File: config.mk
export PLATFORM = sky130hd
export DESIGN_NAME = trace_encoder
export DESIGN_NICKNAME = d
export VERILOG_FILES = /design/src/common/trace_core_pkg.sv /design/src/common/trace_pkt_pkg.sv /design/src/encoder/packet_emitter.sv /design/src/encoder/packet_select.sv /design/src/encoder/trace_encoder.sv /design/src/logic/addr_delta.sv /design/src/logic/branch_map.sv
export SDC_FILE = /design/constraint.sdc
export NUM_CORES = 1
export LEC_CHECK = 0
export ABC_AREA = 1
export CORE_UTILIZATION = 39
export DETAILED_ROUTE_END_ITERATION = 8
export DONT_BUFFER_PORTS = 1
export PLACE_DENSITY_LB_ADDON = 0.3
export SLEW_MARGIN = 20
export SYNTH_ARGS = -nofsm -noshare
export SYNTH_HDL_FRONTEND = slang
export SYNTH_SLANG_ARGS = --single-unit
File: constraint.sdc
create_clock -name clk -period 9.2 [get_ports clk]
set_input_delay 0.46 -clock clk [delete_from_list [all_inputs] [get_ports clk]]
set_output_delay 0.46 -clock clk [all_outputs]
set_load 0.005 [all_outputs]
File: src/common/trace_core_pkg.sv
/*
 * trace core package
 * types for the retirement port between the core and the trace encoder
 */
package trace_core_pkg;

    // instruction address width of the core
    parameter int unsigned IADDR_LEN = 32;

    // class of the retired instruction as seen by the encoder
    typedef enum logic [1:0] {
        ICLASS_PLAIN      = 2'd0,
        ICLASS_BRANCH     = 2'd1,
        ICLASS_JUMP_UNINF = 2'd2
    } iclass_e;

    // one retirement report, strobed by valid
    // taken only means something for ICLASS_BRANCH
    typedef struct packed {
        logic                 valid;
        logic [IADDR_LEN-1:0] iaddr;
        iclass_e              iclass;
        logic                 taken;
    } retire_s;

endpackage

File: src/common/trace_pkt_pkg.sv
/*
 * trace packet package
 * packet opcodes and the layout of one outgoing trace packet
 */
package trace_pkt_pkg;

    // map field width, the deepest branch map supported
    parameter int unsigned MAP_FIELD_LEN = 31;

    // width of the branch count field
    parameter int unsigned BRANCHES_LEN = 5;

    // width of the packet address field
    parameter int unsigned PKT_ADDR_LEN = 32;

    // packet opcode
    typedef enum logic [1:0] {
        FMT_START  = 2'd0,  // full address after sync
        FMT_BRANCH = 2'd1,  // full branch map, no address
        FMT_ADDR   = 2'd2   // differential address plus pending map
    } pkt_format_e;

    // one trace packet
    // map bit 0 is the oldest branch, 0 means taken
    typedef struct packed {
        pkt_format_e              format;
        logic [BRANCHES_LEN-1:0]  branches;
        logic [MAP_FIELD_LEN-1:0] map;
        logic [PKT_ADDR_LEN-1:0]  address;
    } trace_pkt_s;

endpackage

File: src/encoder/packet_emitter.sv
/*
 * packet emitter
 * builds the outgoing packet from the chosen format and registers it
 */
module packet_emitter import trace_pkt_pkg::*; (
    input  logic                     clk,
    input  logic                     reset_i,
    input  logic                     emit_i,
    input  pkt_format_e              fmt_i,
    input  logic [MAP_FIELD_LEN-1:0] map_i,
    input  logic [BRANCHES_LEN-1:0]  branches_i,
    input  logic [31:0]              iaddr_i,
    input  logic [31:0]              delta_i,
    output logic                     pkt_valid_o,
    output trace_pkt_s               pkt_o
);

    trace_pkt_s pkt_d;
    trace_pkt_s pkt_q;
    logic       valid_q;

    always_comb begin
        pkt_d.format   = fmt_i;
        pkt_d.branches = branches_i;
        pkt_d.map      = map_i;
        case (fmt_i)
            FMT_START: begin
                // start carries no branch history
                pkt_d.branches = '0;
                pkt_d.map      = '0;
                pkt_d.address  = iaddr_i;
            end
            FMT_ADDR: begin
                pkt_d.address = delta_i;
            end
            default: begin
                pkt_d.address = '0;
            end
        endcase
    end

    always_ff @(posedge clk) begin
        if (reset_i) begin
            valid_q <= 1'b0;
        end else begin
            valid_q <= emit_i;
        end
    end

    always_ff @(posedge clk) begin
        if (emit_i) begin
            pkt_q <= pkt_d;
        end
    end

    assign pkt_valid_o = valid_q;
    assign pkt_o       = pkt_q;

endmodule

File: src/encoder/packet_select.sv
/*
 * packet select
 * tracing FSM deciding when a packet goes out, which format it has and when the map flushes
 */
module packet_select import trace_core_pkg::*, trace_pkt_pkg::*; #(
    parameter int unsigned MAP_LEN = 31
) (
    input  logic        clk,
    input  logic        reset_i,
    input  logic        enable_i,
    input  retire_s     retire_i,
    input  logic        map_full_i,
    output logic        map_push_o,
    output logic        map_taken_o,
    output logic        map_flush_o,
    output logic        addr_load_o,
    output logic        emit_o,
    output pkt_format_e emit_fmt_o
);

    typedef enum logic [1:0] {
        ST_OFF  = 2'd0,
        ST_SYNC = 2'd1,
        ST_RUN  = 2'd2
    } state_e;

    state_e state_q;
    state_e state_d;
    logic   is_branch;
    logic   is_jump;

    // map depth has to fit the packet map field
    if (MAP_LEN < 1 || MAP_LEN > MAP_FIELD_LEN) begin : g_map_len_check
        $error("packet_select: MAP_LEN %0d outside 1..%0d", MAP_LEN, MAP_FIELD_LEN);
    end

    assign is_branch = retire_i.valid && (retire_i.iclass == ICLASS_BRANCH);
    assign is_jump   = retire_i.valid && (retire_i.iclass == ICLASS_JUMP_UNINF);

    always_comb begin
        state_d     = state_q;
        map_push_o  = 1'b0;
        map_flush_o = 1'b0;
        addr_load_o = 1'b0;
        emit_o      = 1'b0;
        emit_fmt_o  = FMT_BRANCH;

        if (!enable_i) begin
            // tracing off, drop everything
            state_d     = ST_OFF;
            map_flush_o = 1'b1;
        end else begin
            case (state_q)
                ST_OFF, ST_SYNC: begin
                    state_d = ST_SYNC;
                    // first retirement after enable gives the start packet
                    if (retire_i.valid) begin
                        state_d     = ST_RUN;
                        emit_o      = 1'b1;
                        emit_fmt_o  = FMT_START;
                        map_flush_o = 1'b1;
                        addr_load_o = 1'b1;
                        map_push_o  = is_branch;
                    end
                end
                ST_RUN: begin
                    map_push_o = is_branch;
                    if (is_jump) begin
                        // jump wins over a full map, its packet carries the map anyway
                        emit_o      = 1'b1;
                        emit_fmt_o  = FMT_ADDR;
                        map_flush_o = 1'b1;
                        addr_load_o = 1'b1;
                    end else if (map_full_i) begin
                        emit_o      = 1'b1;
                        emit_fmt_o  = FMT_BRANCH;
                        map_flush_o = 1'b1;
                    end
                end
                default: begin
                    state_d = ST_OFF;
                end
            endcase
        end
    end

    assign map_taken_o = retire_i.taken;

    always_ff @(posedge clk) begin
        if (reset_i) begin
            state_q <= ST_OFF;
        end else begin
            state_q <= state_d;
        end
    end

endmodule

File: src/encoder/trace_encoder.sv
/*
 * trace encoder top
 * branch map based trace encoder emitting start, branch and address packets
 */
module trace_encoder import trace_core_pkg::*, trace_pkt_pkg::*; #(
    parameter int unsigned MAP_LEN = 31
) (
    input  logic       clk,
    input  logic       reset_i,
    input  logic       enable_i,
    input  retire_s    retire_i,
    output logic       pkt_valid_o,
    output trace_pkt_s pkt_o
);

    logic                     map_push;
    logic                     map_taken;
    logic                     map_flush;
    logic                     map_full;
    logic [MAP_FIELD_LEN-1:0] map;
    logic [BRANCHES_LEN-1:0]  branches;
    logic                     addr_load;
    logic [31:0]              delta;
    logic                     emit;
    pkt_format_e              emit_fmt;

    packet_select #(
        .MAP_LEN(MAP_LEN)
    ) packet_select_i (
        .clk        (clk),
        .reset_i    (reset_i),
        .enable_i   (enable_i),
        .retire_i   (retire_i),
        .map_full_i (map_full),
        .map_push_o (map_push),
        .map_taken_o(map_taken),
        .map_flush_o(map_flush),
        .addr_load_o(addr_load),
        .emit_o     (emit),
        .emit_fmt_o (emit_fmt)
    );

    branch_map #(
        .MAP_LEN(MAP_LEN)
    ) branch_map_i (
        .clk       (clk),
        .reset_i   (reset_i),
        .push_i    (map_push),
        .taken_i   (map_taken),
        .flush_i   (map_flush),
        .map_o     (map),
        .branches_o(branches),
        .full_o    (map_full),
        .empty_o   ()
    );

    addr_delta addr_delta_i (
        .clk    (clk),
        .reset_i(reset_i),
        .load_i (addr_load),
        .iaddr_i(retire_i.iaddr),
        .delta_o(delta)
    );

    packet_emitter packet_emitter_i (
        .clk        (clk),
        .reset_i    (reset_i),
        .emit_i     (emit),
        .fmt_i      (emit_fmt),
        .map_i      (map),
        .branches_i (branches),
        .iaddr_i    (retire_i.iaddr),
        .delta_i    (delta),
        .pkt_valid_o(pkt_valid_o),
        .pkt_o      (pkt_o)
    );

endmodule

File: src/logic/addr_delta.sv
/*
 * address delta
 * holds the last reported address and gives the difference to the current one
 */
module addr_delta (
    input  logic        clk,
    input  logic        reset_i,
    input  logic        load_i,
    input  logic [31:0] iaddr_i,
    output logic [31:0] delta_o
);

    logic [31:0] last_addr_q;

    // updated by every start or address packet
    always_ff @(posedge clk) begin
        if (reset_i) begin
            last_addr_q <= '0;
        end else if (load_i) begin
            last_addr_q <= iaddr_i;
        end
    end

    // wraps modulo 2^32
    assign delta_o = iaddr_i - last_addr_q;

endmodule

File: src/logic/branch_map.sv
/*
 * branch map
 * records conditional branch outcomes in arrival order with a running count
 */
module branch_map import trace_pkt_pkg::*; #(
    parameter int unsigned MAP_LEN = 31
) (
    input  logic                     clk,
    input  logic                     reset_i,
    input  logic                     push_i,
    input  logic                     taken_i,
    input  logic                     flush_i,
    output logic [MAP_FIELD_LEN-1:0] map_o,
    output logic [BRANCHES_LEN-1:0]  branches_o,
    output logic                     full_o,
    output logic                     empty_o
);

    logic [MAP_FIELD_LEN-1:0] map_q;
    logic [BRANCHES_LEN-1:0]  count_q;
    logic [BRANCHES_LEN-1:0]  count_d;
    logic [BRANCHES_LEN-1:0]  wr_pos;
    logic                     accept;
    logic [31:0]              valid_mask;

    // a flush restarts the map, so a pushed branch lands in bit 0
    assign wr_pos = flush_i ? '0 : count_q;

    // no room once full, unless the same cycle flushes
    assign accept = push_i && (flush_i || !full_o);

    always_comb begin
        count_d = count_q;
        if (flush_i) begin
            count_d = push_i ? BRANCHES_LEN'(1) : '0;
        end else if (accept) begin
            count_d = count_q + BRANCHES_LEN'(1);
        end
    end

    always_ff @(posedge clk) begin
        if (reset_i) begin
            count_q <= '0;
        end else begin
            count_q <= count_d;
        end
    end

    // outcome bits, taken is stored as 0
    always_ff @(posedge clk) begin
        if (accept) begin
            map_q[wr_pos] <= ~taken_i;
        end
    end

    // stale bits above the count are hidden
    assign valid_mask = (32'd1 << count_q) - 32'd1;

    assign map_o      = map_q & valid_mask[MAP_FIELD_LEN-1:0];
    assign branches_o = count_q;
    assign full_o     = (count_q == BRANCHES_LEN'(MAP_LEN));
    assign empty_o    = (count_q == '0);

endmodule

==> results of run 1 <==
==> cell usage after synthesis, drive strengths merged <==
library cell and n:
dfxtp 40, nor3b 1, a21oi 78, buf 14
fa 1, clkbuf 8, o211ai 1, o31ai 1
nor2 157, and2 4, a211oi 2, clkinv 2
inv 196, nor3 12, xnor2 3, ha 39
nand4 5, xor2 2, o22ai 2, a21o 1
and3 1, o211a 1, nand3b 11, nand2 433
edfxtp 101, o21bai 2, a21boi 2, o21ai 62
nand3 69
==> through the flow <==
step                      std cells  setup slack (ns)
after floorplan                1251              4.62
after global placement         1515              6.15
after detailed placement       1515              6.06
after CTS                      1547              6.10
after global routing           1547              5.81
final                          1547              6.15
==> power groups by stage <==
| stage | clock, mW | combinational, mW | sequential (mW) |
|---|---|---|---|
| detailed placement | 0 | 0.229 | 0.729 |
| floorplan | 0 | 0.178 | 0.727 |
| finish | 0.683 | 0.231 | 0.714 |
| global route | 0.715 | 0.266 | 0.717 |
| CTS | 0.691 | 0.231 | 0.715 |
| global placement | 0 | 0.226 | 0.729 |
==> layout make-up <==
cell class | count | area (sq um)
clock buffers | 20 | 468
clock inverters | 12 | 100
fillers | 2326 | 12800
inverters | 198 | 747
multi-input cells | 890 | 4260
flip-flops and latches | 141 | 3830
well taps | 285 | 357
repair buffers | 1 | 7.51
==> logic make-up after synthesis <==
logic type | count (synthesis) | share of synthesized area [%]
simple gates | 693 | 32.3
buf+inv | 220 | 9.83
compound gates | 152 | 8.94
flops | 141 | 42.7
fa+ha+maj | 40 | 5.66
xor+xnor | 5 | 0.488
==> routing by layer <==
metal	vias to the layer above	track usage [%]
met5	-	0
met4	0	6.81
met3	35	5.50
met2	234	32.6
met1	3464	27.5
li1	3973	-
==> registers in the layout (all words and copies together) (netlist names) <==
register / flops
packet_emitter_i.pkt_valid_o: 1
branch_map_i.branches_o: 5
packet_emitter_i.pkt_o: 70
branch_map_i.map_q: 31
addr_delta_i.last_addr_q: 32
packet_select_i.state_q: 2
==> worst max path at each step <==
stage / cells past startpoint / end / slack, ns / start
2_1_floorplan: 7 / packet_emitter_i.pkt_o[0]$_SDFFCE_PN0P_ / 4.62 / branch_map_i.branches_o[1]$_SDFFE_PP0P_
3_3_place_gp: 6 / packet_emitter_i.pkt_o[38]$_SDFFCE_PN0P_ / 6.15 / retire_i[35]
3_5_place_dp: 7 / packet_emitter_i.pkt_o[4]$_SDFFCE_PN0P_ / 6.06 / retire_i[35]
5_1_grt: 7 / packet_emitter_i.pkt_o[2]$_SDFFCE_PN0P_ / 5.81 / packet_select_i.state_q[1]$_SDFFE_PP0P_
4_1_cts: 6 / packet_emitter_i.pkt_o[38]$_SDFFCE_PN0P_ / 6.10 / packet_select_i.state_q[1]$_SDFFE_PP0P_
6_report: 6 / packet_emitter_i.pkt_o[48]$_SDFFCE_PN0P_ / 6.15 / packet_select_i.state_q[1]$_SDFFE_PP0P_
==> placed cells by master (no fill, tap or decap), types with 4 or more instances in the layout <==
master	n
nor2_4	7
nor2_2	8
nand3b_1	10
nand2_2	9
and2_1	4
nor2_1	142
a21oi_1	77
edfxtp_1	101
nor3_1	12
inv_6	5
ha_1	39
inv_2	10
nand2_1	422
o21ai_0	61
nand3_1	67
inv_1	184
nand4_1	4
clkbuf_16	18
dfxtp_1	40
==> run metrics, run 1 <==
crit end category register; Hold Fails Final Rpt 0; cell family with most CP delay simple AND/OR/NAND/NOR gates; outcome completed; switching share of power between 20 and 30%; routed wl met3 1690 microns; Mean Syn Cell Area between 7 and 8 sq um; RePlAce Congestion roughly 0.94; RSZ-0062 raised after global routing false; Die ar. around 0.024 sq mm; Clock Skews 0.0130 ns; vias in the first global route between 7000 and 8000; core region area between 0.02 and 0.025 sq mm; Vias a little under 8000; FF-to-FF End packet_emitter_i.pkt_o[48]$_SDFFCE_PN0P_; post-route ant nets 0; htree depth 4; LEAKAGE 4.68 nW; post-cts resize count 0; Initial Util between 30 and 40%; Syn-to-layout area delta 8.97%; initial drt markers 562; worst flop-to-flop path startpoint packet_select_i.state_q[1]$_SDFFE_PP0P_; Mapped Nets roughly 1300; Sink Count 141; Fin Setup TNS 0 ns; TritonCTS clock tree built; CTS root buffer clkbuf_16; worst-path maximum fanout 35; cell area after layout between 0.009 and 0.01 sq mm; Via-to-Cell Ratio ~5; hpwl dp roughly 18000 microns; maximum root-to-sink buffer count 2; CP peak stage delay 0.71 ns; Mapped Area between 0.008 and 0.009 sq mm; n_diodes 0; R2R depth 6; max_cap viols 0; Core Rows 55; reg2reg setup slack 6.15 ns; IO Count between 100 and 150; Max Freq between 300 and 400 MHz; worst vdd ir 124 uV; P_int 1.15 mW; power share of the sequential group between 40% and 50%; die height between 150 and 200 microns; Tot GR Track Use between 20% and 30%; number of buffers created by CTS 17; Sw Pwr around 0.48 mW; Met1 Wirelength about 11000 microns; DR top layer met4; Slowest-stage cell, CP clkinv_2; DR pass1 iterations 5; Final Core Density 43.3%; Clk network pwr share about two fifths; critical-path cell list inv_2 > nor2_1 > nand3_2 > nand2_2 > clkinv_2 > nor3_1; Max-slew headroom a little over a third; Synth top area share roughly a third; Tcrit/Tclk final 33.2%; yosys warns 0; Cells after Synth roughly 1300; WHS Path Cells 1; hold slack 0.0872 ns; Buf+Inv Stages, Crit Path 2; worst-skew pair later-pin latency between 0.4 and 0.5 ns; Critical Path RT between 9 and 10 ns; crit path launch type register; post-synth cell types 44; largest net degree at the start of global routing 61; Post-DP Area around 0.0092 sq mm; leading area contributor after synthesis edfxtp_1; final setup violation count 0; Hold EP addr_delta_i.last_addr_q[31]$_SDFFE_PP0P_; power share of the combinational group approximately 14%; hold buffer count at cts 0; Pins Over Slew Limit 0; Final Power 1.63 mW; #FFs+latches synth 141; post-synthesis sequential area ratio ~43%; worst endpoint data arrival time between 3 and 4 ns; Post-CTS Setup Inserts 0; Synth area leaders edfxtp_1, nand2_1, dfxtp_1; WL per Instance ~15 microns; initial antenna violation count 0; clk slew on worst S/H paths approximately 0.070 ns; WL met2 around 11000 microns; Remaining Overflow, GRT 0; Hold Crit Class input port to register; worst-margin pin slew approximately 0.96 ns; global-route wire length before repair ~38000 microns; post-layout min period around 3.1 ns; die width around 150 microns; I/O Buffers 0; drt total wl approximately 24000 microns; Cell Pwr Density ~170 mW/mm^2; Hold Crit Start reset_i; crit path kind register to register; Nets about 1300; layout cells sized above 1 under 10%; DRC 0
Note: power is estimated with default switching activity, not from simulation.
==> inputs of run 2 (changes only) <==
Clock period 9.2 ns to 2.6 ns, I/O delays scaled along.
==> run metrics, run 2 (same netlist as run 1, synthesis figures left out) <==
initial antenna violation count 0 (unchanged); critical-path cell list inv_1 > ha_1 > inv_1 > nor2_1 > nand2_1 > ha_1 > nand2_1 > nor2_4 > nand3b_2 > nor2_1 > nand3_1 > nand2_1 > nor2_1 (was inv_2 > nor2_1 > nand3_2 > nand2_2 > clkinv_2 > nor3_1); worst-path maximum fanout 9 (was 35); max reg flops 70 (unchanged); htree depth 4 (unchanged); outcome completed (unchanged); WL per Instance 15.6 microns (was 15.4 microns); Tcrit/Tclk final 92.9% (was 33.2%); commonest non-fill, non-tap cell in the layout nand2_1 (unchanged); core region area 0.0226 sq mm (unchanged); die width 154 microns (unchanged); Clock Skews 0.0106 ns (was 0.0130 ns); CP peak stage delay 0.42 ns (was 0.71 ns); post-route ant nets 0 (unchanged); crit end category register (unchanged); Sink Count 141 (unchanged); die height 154 microns (unchanged); Clk network pwr share 42.7% (was 41.9%); largest net degree at the start of global routing 61 (unchanged); placed insts 1524 (was 1515); Max Freq 414 MHz (was 327 MHz); Initial Util 39.7% (unchanged); worst endpoint data arrival time 2.61 ns (was 3.30 ns); Core Rows 55 (unchanged); global-route wire length before repair 40200 microns (was 38200 microns); final setup violation count 0 (unchanged); Remaining Overflow, GRT 0 (unchanged); RePlAce Congestion 0.922 (was 0.939); WHS Path Cells 3 (was 1); drt total wl 24900 microns (was 23800 microns); number of buffers created by CTS 17 (unchanged); Via-to-Cell Ratio 5.03 (was 4.98); Max-slew headroom 41.6% (was 35.4%); Die ar. 0.0236 sq mm (unchanged); TritonCTS clock tree built (unchanged); initial drt markers 659 (was 562); Slowest-stage cell, CP dfxtp_2 (was clkinv_2); Tot GR Track Use 21.8% (was 20.7%); power share of the combinational group 14.9% (was 14.2%); Vias 8012 (was 7706); switching share of power 28.3% (was 29.3%); max_cap viols 0 (unchanged); IO Count 110 (unchanged); hpwl dp 18100 microns (was 17800 microns); LEAKAGE 4.91 nW (was 4.68 nW); CTS root buffer clkbuf_16 (unchanged); Sw Pwr 1.68 mW (was 0.477 mW); Hold Fails Final Rpt 0 (unchanged); layout cells sized above 1 6.73% (was 6.02%); vias in the first global route 7674 (was 7333); FF-to-FF End packet_emitter_i.pkt_o[60]$_SDFFCE_PN0P_ (was packet_emitter_i.pkt_o[48]$_SDFFCE_PN0P_); Cell Count, Final, Fillers Out 1593 (was 1547); P_int 4.27 mW (was 1.15 mW); worst-skew pair later-pin latency 0.43 ns (was 0.44 ns); DRC 0 (unchanged); post-layout min period 2.41 ns (was 3.05 ns); Final Core Density 45.6% (was 43.3%); n_diodes 0 (unchanged); worst flop-to-flop path startpoint branch_map_i.branches_o[1]$_SDFFE_PP0P_ (was packet_select_i.state_q[1]$_SDFFE_PP0P_); clk slew on worst S/H paths 0.07 ns (about the same); Fin Setup TNS 0 ns (unchanged); Syn-to-layout area delta 14.6% (was 8.97%); Post-CTS Setup Inserts 0 (unchanged); worst vdd ir 404 uV (was 124 uV); Hold Crit Class input port to register (unchanged); Hold Crit Start retire_i[35] (was reset_i); DR pass1 iterations 5 (unchanged); Fillers 2287 (was 2326); R2R depth 13 (was 6); Pins Over Slew Limit 0 (unchanged); I/O Buffers 0 (unchanged); reg2reg setup slack 0.19 ns (was 6.15 ns); RSZ-0062 raised after global routing false (unchanged); Cell Pwr Density 579 mW/mm^2 (was 167 mW/mm^2); cell area after layout 0.0103 sq mm (was 0.00977 sq mm); crit path kind register to register (unchanged); power share of the sequential group 42.4% (was 43.9%); worst-margin pin slew 0.876 ns (was 0.963 ns); Hold EP addr_delta_i.last_addr_q[0]$_SDFFE_PP0P_ (was addr_delta_i.last_addr_q[31]$_SDFFE_PP0P_); crit path launch type register (unchanged); Critical Path RT 2.80 ns (was 9.45 ns); commonest cells after routing, fill and taps aside nand2_1, inv_1, nor2_1, edfxtp_1, a21oi_1 (unchanged); footprint of the multi-input gates 0.00426 sq mm (unchanged); Nets 1374 (was 1328); Post-DP Area 0.00930 sq mm (was 0.00921 sq mm); maximum root-to-sink buffer count 2 (unchanged); register area 0.00384 sq mm (was 0.00383 sq mm)
[run 2: cell types whose count changed in the layout (fill, tap and decap cells not counted), sizes merged]
cell / change
clkinv: -1
dlygate4sd3: +37
clkinvlp: +1
inv: -1
bufinv: +1
buf: +9
[run 2: per-layer routing]
metal / share of wire (%) / GRT usage, % / vias up
li1: - / - / 4066
met1: 47 / 29.6 / 3620
met2: 44 / 34.5 / 288
met3: 7.0 / 4.57 / 38
met4: 2.0 / 7.19 / 0
met5: 0 / 0 / -
[run 2: layout make-up]
cell class | count | share of cell area [%]
clock inverter | 12 | 1.19
multi-input combinational | 890 | 41.4
sequential | 141 | 37.3
tap | 285 | 3.47
inverter | 198 | 7.26
clock buffer | 20 | 4.76
timing repair buffer | 47 | 4.57
[run 2: worst max-delay path: cells and delay by family, from the launching register on]
kind / cells / cell delay [ns]
buf+inv: 2 / 0.18
fa+ha+maj: 2 / 0.46
flops: 1 / 0.42
simple gates: 9 / 1.13
[run 2: worst max path at each step]
stage / from / to / cells after the start
after floorplan: branch_map_i.branches_o[1]$_SDFFE_PP0P_ / packet_emitter_i.pkt_o[0]$_SDFFCE_PN0P_ / 7
after global placement: branch_map_i.branches_o[1]$_SDFFE_PP0P_ / packet_emitter_i.pkt_o[60]$_SDFFCE_PN0P_ / 13
after detailed placement: branch_map_i.branches_o[1]$_SDFFE_PP0P_ / packet_emitter_i.pkt_o[60]$_SDFFCE_PN0P_ / 13
after CTS: branch_map_i.branches_o[1]$_SDFFE_PP0P_ / packet_emitter_i.pkt_o[60]$_SDFFCE_PN0P_ / 13
after global routing: branch_map_i.branches_o[1]$_SDFFE_PP0P_ / packet_emitter_i.pkt_o[56]$_SDFFCE_PN0P_ / 13
final: branch_map_i.branches_o[1]$_SDFFE_PP0P_ / packet_emitter_i.pkt_o[60]$_SDFFCE_PN0P_ / 13
[run 2: timing repair]
item | CTS | global route
endpoints found under the hold margin | 68 | 0
hold buffers | 37 | 0
endpoints found under the setup margin | 0 | 19
gates resized for setup | 0 | 2
[run 2: stage by stage]
stage | hold slack [ns] | setup slack, ns | power, mW
after detailed placement | 0.205 | 0.0919 | 3.40
after global placement | 0.202 | 0.229 | 3.39
after CTS | 0.0861 | 0.0680 | 5.99
after floorplan | 0.199 | 0.00376 | 3.20
final | 0.0952 | 0.186 | 5.95
after global routing | 0.134 | 0.00188 | 6.21
[run 2: power groups by stage]
stage	Sequential [mW]	Combinational [mW]	Clock, mW
after CTS	2.53	0.882	2.58
after detailed placement	2.58	0.820	0
after global placement	2.58	0.811	0
after global routing	2.53	1.01	2.66
after floorplan	2.57	0.632	0
final	2.53	0.886	2.54
